--- config.mk ---
export PLATFORM = sky130hd
export DESIGN_NAME = dispatch_top
export DESIGN_NICKNAME = d
export VERILOG_FILES = /design/src/source/dispatch_pkg.sv /design/src/source/dispatch_top.sv /design/src/source/dest_router.sv /design/src/source/dispatcher.sv /design/src/source/word_assembler.sv /design/src/source/sync_fifo.sv
export SDC_FILE = /design/constraint.sdc
export NUM_CORES = 2
export LEC_CHECK = 0
export BUFFER_PORTS_ARGS = -buffer_cell sky130_fd_sc_hd__buf_2
export CORE_UTILIZATION = 38
export CTS_CLUSTER_SIZE = 10
export DETAILED_ROUTE_END_ITERATION = 10
export GPL_TIMING_DRIVEN = 0
export HOLD_SLACK_MARGIN = 0.12
export PLACE_DENSITY = 0.52
export SLEW_MARGIN = 20
export SYNTH_ARGS = -nofsm -noshare
export SYNTH_HDL_FRONTEND = slang
export SYNTH_HIERARCHICAL = 1
export SYNTH_SLANG_ARGS = --single-unit
--- constraint.sdc ---
create_clock -name clk -period 4.55 [get_ports clk]
set_input_delay 0.2275 -clock clk [delete_from_list [all_inputs] [get_ports clk]]
set_output_delay 0.2275 -clock clk [all_outputs]
set_load 0.03 [all_outputs]
--- src/source/dispatch_pkg.sv ---
package dispatch_pkg;

	// ========================================
	// Metadata widths
	// ========================================

	// The id and dest fields share one width
	localparam int meta_w = 8;

	// User view of the flit, taken from its low bits
	localparam int user_w = 32;

	// Host words packed into one flit
	localparam int lanes_per_flit = 8;

	// ========================================
	// Flit field positions
	// ========================================

	// Routing byte sits at the very bottom of the flit
	localparam int dest_lsb = 0;
	localparam int id_lsb   = meta_w;

	// keep starts after one unused meta-sized gap
	localparam int keep_lsb = 3 * meta_w;

	// strb follows keep directly, so its position depends on the flit width.
	// tlast is always the top bit, and tuser overlaps dest and id

endpackage
--- src/source/dispatch_top.sv ---
`timescale 1ns/100ps

module dispatch_top #(
	parameter int data_w = 128,
	parameter int fifo_depth = 16,
	parameter int port_count = 4,
	localparam int byte_w = data_w / 8
)(
	input  logic                            clk,
	input  logic                            rst,
	// Host write side
	input  logic [byte_w-1:0]               host_wdata,
	input  logic                            host_wen,
	output logic                            host_rdy,
	// Routed output ports
	output logic [port_count-1:0]           out_valid,
	input  logic [port_count-1:0]           out_ready,
	output logic [data_w-1:0]               out_data,
	output logic [dispatch_pkg::meta_w-1:0] out_id,
	output logic [dispatch_pkg::meta_w-1:0] out_dest,
	output logic [byte_w-1:0]               out_keep,
	output logic [byte_w-1:0]               out_strb,
	output logic [dispatch_pkg::user_w-1:0] out_user,
	output logic                            out_last
);

	logic                            flit_push;
	logic [data_w-1:0]               flit_data;
	logic                            flit_room;

	logic                            tx_tvalid;
	logic [data_w-1:0]               tx_tdata;
	logic [dispatch_pkg::meta_w-1:0] tx_tid;
	logic [dispatch_pkg::meta_w-1:0] tx_tdest;
	logic [byte_w-1:0]               tx_tkeep;
	logic [byte_w-1:0]               tx_tstrb;
	logic [dispatch_pkg::user_w-1:0] tx_tuser;
	logic                            tx_tlast;
	logic                            tx_tready;

	word_assembler #(
		.data_w(data_w)
	) assembler0 (
		.clk       (clk),
		.rst       (rst),
		.host_wdata(host_wdata),
		.host_wen  (host_wen),
		.host_rdy  (host_rdy),
		.flit_room (flit_room),
		.flit_push (flit_push),
		.flit_data (flit_data)
	);

	dispatcher #(
		.data_w    (data_w),
		.fifo_depth(fifo_depth)
	) dispatcher0 (
		.clk      (clk),
		.rst      (rst),
		.flit_push(flit_push),
		.flit_data(flit_data),
		.flit_room(flit_room),
		.tx_tvalid(tx_tvalid),
		.tx_tdata (tx_tdata),
		.tx_tid   (tx_tid),
		.tx_tdest (tx_tdest),
		.tx_tkeep (tx_tkeep),
		.tx_tstrb (tx_tstrb),
		.tx_tuser (tx_tuser),
		.tx_tlast (tx_tlast),
		.tx_tready(tx_tready)
	);

	dest_router #(
		.data_w    (data_w),
		.port_count(port_count)
	) router0 (
		.clk      (clk),
		.rst      (rst),
		.tx_tvalid(tx_tvalid),
		.tx_tdata (tx_tdata),
		.tx_tid   (tx_tid),
		.tx_tdest (tx_tdest),
		.tx_tkeep (tx_tkeep),
		.tx_tstrb (tx_tstrb),
		.tx_tuser (tx_tuser),
		.tx_tlast (tx_tlast),
		.tx_tready(tx_tready),
		.out_valid(out_valid),
		.out_ready(out_ready),
		.out_data (out_data),
		.out_id   (out_id),
		.out_dest (out_dest),
		.out_keep (out_keep),
		.out_strb (out_strb),
		.out_user (out_user),
		.out_last (out_last)
	);

endmodule

--- src/source/dest_router.sv ---
`timescale 1ns/100ps

module dest_router #(
	parameter int data_w = 128,
	parameter int port_count = 4,
	localparam int byte_w = data_w / 8
)(
	input  logic                            clk,
	input  logic                            rst,
	// Tx stream from the dispatcher
	input  logic                            tx_tvalid,
	input  logic [data_w-1:0]               tx_tdata,
	input  logic [dispatch_pkg::meta_w-1:0] tx_tid,
	input  logic [dispatch_pkg::meta_w-1:0] tx_tdest,
	input  logic [byte_w-1:0]               tx_tkeep,
	input  logic [byte_w-1:0]               tx_tstrb,
	input  logic [dispatch_pkg::user_w-1:0] tx_tuser,
	input  logic                            tx_tlast,
	output logic                            tx_tready,
	// Output ports, one valid and ready per port over shared buses
	output logic [port_count-1:0]           out_valid,
	input  logic [port_count-1:0]           out_ready,
	output logic [data_w-1:0]               out_data,
	output logic [dispatch_pkg::meta_w-1:0] out_id,
	output logic [dispatch_pkg::meta_w-1:0] out_dest,
	output logic [byte_w-1:0]               out_keep,
	output logic [byte_w-1:0]               out_strb,
	output logic [dispatch_pkg::user_w-1:0] out_user,
	output logic                            out_last
);

	localparam int sel_w = $clog2(port_count);

	logic             locked;
	logic [sel_w-1:0] lock_port;
	logic [sel_w-1:0] sel;
	logic             xfer;

	// Mid-packet flits follow the port of the first flit
	assign sel  = locked ? lock_port : tx_tdest[sel_w-1:0];
	assign xfer = tx_tvalid && tx_tready;

	assign out_valid = port_count'(tx_tvalid) << sel;
	assign tx_tready = out_ready[sel];

	assign out_data = tx_tdata;
	assign out_id   = tx_tid;
	assign out_dest = tx_tdest;
	assign out_keep = tx_tkeep;
	assign out_strb = tx_tstrb;
	assign out_user = tx_tuser;
	assign out_last = tx_tlast;

	// ========================================
	// Route lock
	// ========================================

	always_ff @(posedge clk) begin
		if (rst) begin
			locked    <= 1'b0;
			lock_port <= '0;
		end else if (xfer) begin
			if (tx_tlast) begin
				locked <= 1'b0; // Packet done, next flit picks a new port
			end else begin
				locked    <= 1'b1;
				lock_port <= sel;
			end
		end
	end

	// A stalled flit keeps its port until it is taken
	a_route_held: assert property (@(posedge clk) disable iff (rst)
		tx_tvalid && !tx_tready |=> out_valid == $past(out_valid))
		else $error("stalled flit moved to another output port");

endmodule

--- src/source/dispatcher.sv ---
`timescale 1ns/100ps

module dispatcher #(
	parameter int data_w = 128,
	parameter int fifo_depth = 16,
	localparam int byte_w = data_w / 8
)(
	input  logic                            clk,
	input  logic                            rst,
	// Flits from the assembler
	input  logic                            flit_push,
	input  logic [data_w-1:0]               flit_data,
	output logic                            flit_room,
	// Tx stream
	output logic                            tx_tvalid,
	output logic [data_w-1:0]               tx_tdata,
	output logic [dispatch_pkg::meta_w-1:0] tx_tid,
	output logic [dispatch_pkg::meta_w-1:0] tx_tdest,
	output logic [byte_w-1:0]               tx_tkeep,
	output logic [byte_w-1:0]               tx_tstrb,
	output logic [dispatch_pkg::user_w-1:0] tx_tuser,
	output logic                            tx_tlast,
	input  logic                            tx_tready
);

	import dispatch_pkg::*;

	localparam int strb_lsb = keep_lsb + byte_w;

	logic [data_w-1:0] head_word;
	logic              fifo_empty;
	logic              fifo_full;

	sync_fifo #(
		.width(data_w),
		.depth(fifo_depth)
	) flit_fifo (
		.clk  (clk),
		.rst  (rst),
		.push (flit_push),
		.idata(flit_data),
		.pop  (tx_tvalid && tx_tready),
		.odata(head_word),
		.empty(fifo_empty),
		.full (fifo_full)
	);

	assign flit_room = !fifo_full;
	assign tx_tvalid = !fifo_empty;

	// ========================================
	// Field views of the head flit
	// ========================================

	assign tx_tdata = head_word;
	assign tx_tdest = head_word[dest_lsb +: meta_w];
	assign tx_tid   = head_word[id_lsb +: meta_w];
	assign tx_tkeep = head_word[keep_lsb +: byte_w];
	assign tx_tstrb = head_word[strb_lsb +: byte_w];
	assign tx_tuser = head_word[user_w-1:0]; // Overlaps dest and id
	assign tx_tlast = head_word[data_w-1];

	// A stalled head must not move until the router takes it
	a_stall_stable: assert property (@(posedge clk) disable iff (rst)
		tx_tvalid && !tx_tready |=> tx_tvalid && $stable(tx_tdata))
		else $error("tx stream changed while stalled");

endmodule

--- src/source/word_assembler.sv ---
`timescale 1ns/100ps

module word_assembler #(
	parameter int data_w = 128,
	localparam int byte_w = data_w / dispatch_pkg::lanes_per_flit
)(
	input  logic              clk,
	input  logic              rst,
	input  logic [byte_w-1:0] host_wdata,
	input  logic              host_wen,
	output logic              host_rdy,
	input  logic              flit_room,
	output logic              flit_push,
	output logic [data_w-1:0] flit_data
);

	import dispatch_pkg::*;

	localparam int lane_w = $clog2(lanes_per_flit);
	localparam int held_w = data_w - byte_w;

	logic [lane_w-1:0] lane_cnt;
	logic [held_w-1:0] held; // Lanes zero to six of the flit being built
	logic              last_lane;
	logic              accept;

	assign last_lane = (lane_cnt == lane_w'(lanes_per_flit - 1));

	// Only the closing word has to wait for room in the FIFO
	assign host_rdy = !(last_lane && !flit_room);
	assign accept   = host_wen && host_rdy;

	// ========================================
	// Lane counter and push strobe
	// ========================================

	always_ff @(posedge clk) begin
		if (rst) begin
			lane_cnt  <= '0;
			flit_push <= 1'b0;
		end else begin
			flit_push <= accept && last_lane;
			if (accept) begin
				if (last_lane)
					lane_cnt <= '0;
				else
					lane_cnt <= lane_cnt + 1'b1;
			end
		end
	end

	// ========================================
	// Lane packing
	// ========================================

	// Words enter at the top and shift down, so after seven words the
	// first one lands in lane zero
	always_ff @(posedge clk) begin
		if (accept) begin
			if (last_lane)
				flit_data <= {host_wdata, held};
			else
				held <= {host_wdata, held[held_w-1:byte_w]};
		end
	end

	// The room level comes from the dispatcher FIFO one stage further on
	a_push_has_room: assert property (@(posedge clk) disable iff (rst)
		flit_push |-> flit_room)
		else $error("flit pushed while the dispatcher FIFO had no room");

endmodule

--- src/source/sync_fifo.sv ---
`timescale 1ns/100ps

module sync_fifo #(
	parameter int width = 128,
	parameter int depth = 16
)(
	input  logic             clk,
	input  logic             rst,
	input  logic             push,
	input  logic [width-1:0] idata,
	input  logic             pop,
	output logic [width-1:0] odata,
	output logic             empty,
	output logic             full
);

	localparam int addr_w = $clog2(depth);

	logic [width-1:0]  mem [0:depth-1];
	logic [addr_w-1:0] head;
	logic [addr_w-1:0] tail;
	logic [addr_w-1:0] tail_next;

	assign tail_next = tail + 1'b1;

	// One slot is always left free so full and empty stay distinct
	assign empty = (tail == head);
	assign full  = (tail_next == head);

	assign odata = mem[head]; // Head entry is read without a register stage

	// ========================================
	// Pointers
	// ========================================

	always_ff @(posedge clk) begin
		if (rst) begin
			head <= '0;
			tail <= '0;
		end else begin
			if (push)
				tail <= tail_next;
			if (pop)
				head <= head + 1'b1;
		end
	end

	// ========================================
	// Storage
	// ========================================

	always_ff @(posedge clk) begin
		if (push)
			mem[tail] <= idata;
	end

	// Producer and consumer are expected to respect the flags
	a_no_overflow: assert property (@(posedge clk) disable iff (rst) push |-> !full)
		else $error("sync_fifo push while full");

	a_no_underflow: assert property (@(posedge clk) disable iff (rst) pop |-> !empty)
		else $error("sync_fifo pop while empty");

endmodule

==> flow_metrics.py <==
metrics = {
    "status": {
        "status": "completed",
    },
    "placement": {
        "port-buffer-count": 236,
        "gpl.final_weighted_congestion": 0.7076,
        "place_hpwl_mm": 139.1,
    },
    "layout": {
        "layout-drive-gt1-share": 0.3706,
        "nFillCells": 18990,
        "final_net_count": 4372,
        "multi_input_area_um2": 15560,
        "layout-area-overhead-vs-synth_pct": 16.88,
        "ff_latch_area_um2": 69090,
    },
    "floorplan": {
        "num_rows": 175,
        "chipHeight_um": 482.2,
        "die_width_um": 482.2,
        "dieArea_um2": 232500,
        "initial_core_util": 0.3837,
        "num_io_pins": 237,
        "core_um2": 228400,
    },
    "clock_tree": {
        "cts_buffer_depth": 4,
        "number_of_buffers_created_by_cts": 283,
        "clk-insertion-delay-late_ps": 910,
        "post-cts-setup-buffer-count": 0,
        "htree_num_levels": 5,
        "clk_root_buffer_cell": "sky130_fd_sc_hd__clkbuf_16",
        "cts_tree": "yes",
        "clock_sinks": 2307,
        "clock_pin_slew_reported_for_the_worst_setup_and_hold_paths_after_clock_tree_synthesis_ps": 60,
    },
    "synth": {
        "asr_flop_ratio_synth": 0,
        "avg_cell_area_syn_um2": 23.67,
        "yosysMostFrequentCell": "sky130_fd_sc_hd__edfxtp_1",
        "post_synth_num_cell_types": 44,
        "seq_area_frac_synth": 0.7883,
        "synth_edf_count": 2288,
        "synth_common_cells": "sky130_fd_sc_hd__edfxtp_1 (2288), sky130_fd_sc_hd__mux4_2 (567), sky130_fd_sc_hd__buf_4 (322), sky130_fd_sc_hd__mux2i_1 (86), sky130_fd_sc_hd__clkbuf_1 (60)",
        "syn-cell-area_um2": 87640,
        "yosysTopAreaCell": "sky130_fd_sc_hd__edfxtp_1",
        "yosys_warnings": 6,
        "synthTopCellsByArea": "sky130_fd_sc_hd__edfxtp_1 (78%), sky130_fd_sc_hd__mux4_2 (15%), sky130_fd_sc_hd__buf_4 (2.8%)",
        "synth_top_cell_area_share": 0.7840,
        "postSynth.topFlopCell": "sky130_fd_sc_hd__edfxtp_1",
        "ys_ff_latch": 2307,
        "synthesis.instances": 3703,
        "postSynthNetCount": 3733,
    },
    "global_route": {
        "antenna_found_initial": 16,
        "first_global_vias": 41080,
        "pin_count_of_the_biggest_net_entering_global_routing": 35,
        "gr-usage-all-layers": 0.2007,
        "grt_first_pass_wirelength_mm": 322.4,
        "gr-total-overflow": 0,
    },
    "worst_setup_path": {
        "startpoint_type": "flop",
        "critical_path_arrival_ps": 5250,
        "crit_type": "flop to flop",
        "timing.critical_path.to_type": "flop",
        "timing.critical_path.required_ps": 5340,
        "critPathMaxFanout": 10,
    },
    "routing": {
        "drtPass1Iterations": 5,
        "route.antenna.remaining_nets": 0,
        "routed_wirelength_mm": 231.6,
        "drcViolationCount": 0,
        "avgRoutedWirePerCell_um": 31.30,
        "vias_per_cell": 5.453,
        "drt_iter0_markers": 4141,
        "num_vias": 40360,
    },
    "flow_run": {
        "max_cap_viol_count": 0,
    },
    "sta": {
        "transition_time_of_the_tightest_slew_check_pin_ps": 1102,
        "clock_skew_after_layout_ps": 48.07,
        "fin_crit_ps": 4457,
        "final_max_slew_viol_count": 0,
        "max_slew_margin": 0.2654,
        "setup_repair_after_global_routing_missed_its_margin": "no",
        "hold_slack_ps": 188.4,
        "timing_hold_violations_final": 0,
        "setup_viol_count_final": 0,
        "post-route-period-util": 0.9795,
        "setup-tns-final_ps": 0,
        "timing.fmax_mhz": 224.4,
    },
    "power": {
        "cellLeakagePower_nw": 32.07,
        "vdd.ir_drop.worst_mv": 0.2996,
        "totalPowerFinal_mw": 42.38,
        "powerDensity_nw_per_um2": 413.7,
    },
    "hold_path": {
        "path_type_of_the_worst_min_delay_path": "primary input to flop",
    },
}
==> power breakdown <==
part / internal (mW) / switching (mW)
Combinational: 0.0426 / 0.0626
Clock: 11.2 / 7.84
Sequential: 23.1 / 0.0894
==> layer usage <==
| metal | wire [um] | global-route usage | up-vias | part of all wire |
|---|---|---|---|---|
| met4 | 5629 | 0.05549 | 0 | 0.024 |
| met3 | 14410 | 0.03519 | 292 | 0.062 |
| met1 | 98150 | 0.2779 | 22150 | 0.42 |
| li1 | - | - | 16460 | - |
| met2 | 113400 | 0.3275 | 1447 | 0.49 |
| met5 | 0 | 0 | - | 0 |
==> worst paths after layout <==
path	start	slack, ps	cells after the start	to
setup reg to reg	flop	90	10	router0/lock_port[0]$_SDFFE_PP0P_
hold / removal	host_wdata[11]	190	2	assembler0/flit_data[123]$_DFFE_PP_
hold reg to reg	assembler0/held[0]$_DFFE_PP_	400	0	assembler0/flit_data[0]$_DFFE_PP_
setup / recovery	flop	90	10	router0/lock_port[0]$_SDFFE_PP0P_
==> flip-flops by register name, summed over array words and instances (netlist names), named ones only <==
signal / count
assembler0/flit_push: 1
dispatcher0/flit_fifo/tail: 4
assembler0/lane_cnt: 3
router0/lock_port: 2
dispatcher0/flit_fifo/head: 4
router0/locked: 1
assembler0/held: 112
assembler0/flit_data: 128
dispatcher0/flit_fifo/mem: 2048
==> cells in the final DEF, fill, tap and decap left out, drive strengths merged, types with 3 or more instances in the layout <==
master and instances:
buf 710, dfxtp 19, nor2 16, diode 3, edfxtp 2288, mux4 567
dlygate4sd3 36, xnor2 6, xor2 7, a21oi 58, o221ai 18, nor2b 51
a211oi 48, and3 3, inv 9, o22ai 9, and2 17, ha 7
nand2b 6, clkbuf 381, clkinv 5, nand2 17, clkdlybuf4s15 3, mux2i 86
==> worst max-delay path, cell delays in order (launching register included) <==
cell and delay [ps]:
sky130_fd_sc_hd__dfxtp_1 310, sky130_fd_sc_hd__buf_4 210, sky130_fd_sc_hd__buf_4 390, sky130_fd_sc_hd__clkbuf_2 460
sky130_fd_sc_hd__mux4_2 390, sky130_fd_sc_hd__mux4_2 600, sky130_fd_sc_hd__buf_4 230, sky130_fd_sc_hd__mux2_4 320
sky130_fd_sc_hd__mux4_2 560, sky130_fd_sc_hd__dlygate4sd3_1 630, sky130_fd_sc_hd__a31o_2 200
==> final cells by class <==
type	instances	area share
Sequential cell	2307	0.6745
Multi-Input combinational cell	936	0.1519
Clock buffer	321	0.07157
Tap cell	3009	0.03676
Timing Repair Buffer	356	0.03381
Buffer	453	0.03040
Clock inverter	10	0.0007940
Inverter	5	0.0001954
Antenna cell	3	0.00007329
==> stage by stage <==
step | instances | worst slack, ps | utilization | cell area, um2
final | 7400 | 93.47 | 0.4485 | 102400
after detailed placement | 7032 | -460.7 | 0.4141 | 94560
after floorplan | 3703 | 238.3 | - | 87640
after CTS | 7398 | -6.901 | 0.4484 | 102400
after global placement | 6948 | -4718 | 0.4054 | 92580
after global routing | 7398 | 4.816 | 0.4485 | 102400
==> cell families (layout without fill, tap and decap cells) <==
group / count (synthesis) / count (layout) / share of synthesized area
flops: 2307 / 2307 / 0.7883
mux: 655 / 655 / 0.1558
buf+inv: 460 / 1145 / 0.03511
compound gates: 138 / 138 / 0.01031
simple gates: 123 / 123 / 0.008110
xor+xnor: 13 / 13 / 0.001299
fa+ha+maj: 7 / 7 / 0.0009994
other cells: 0 / 3 / 0
==> timing repair <==
action,4_1_cts,5_1_grt
endpoints found under the setup margin,145,15
resized for setup,31,8
cloned,0,0
hold buffers,36,0
hold endpoints to repair,88,0
No activity file was read; power rests on OpenSTA's default activity.
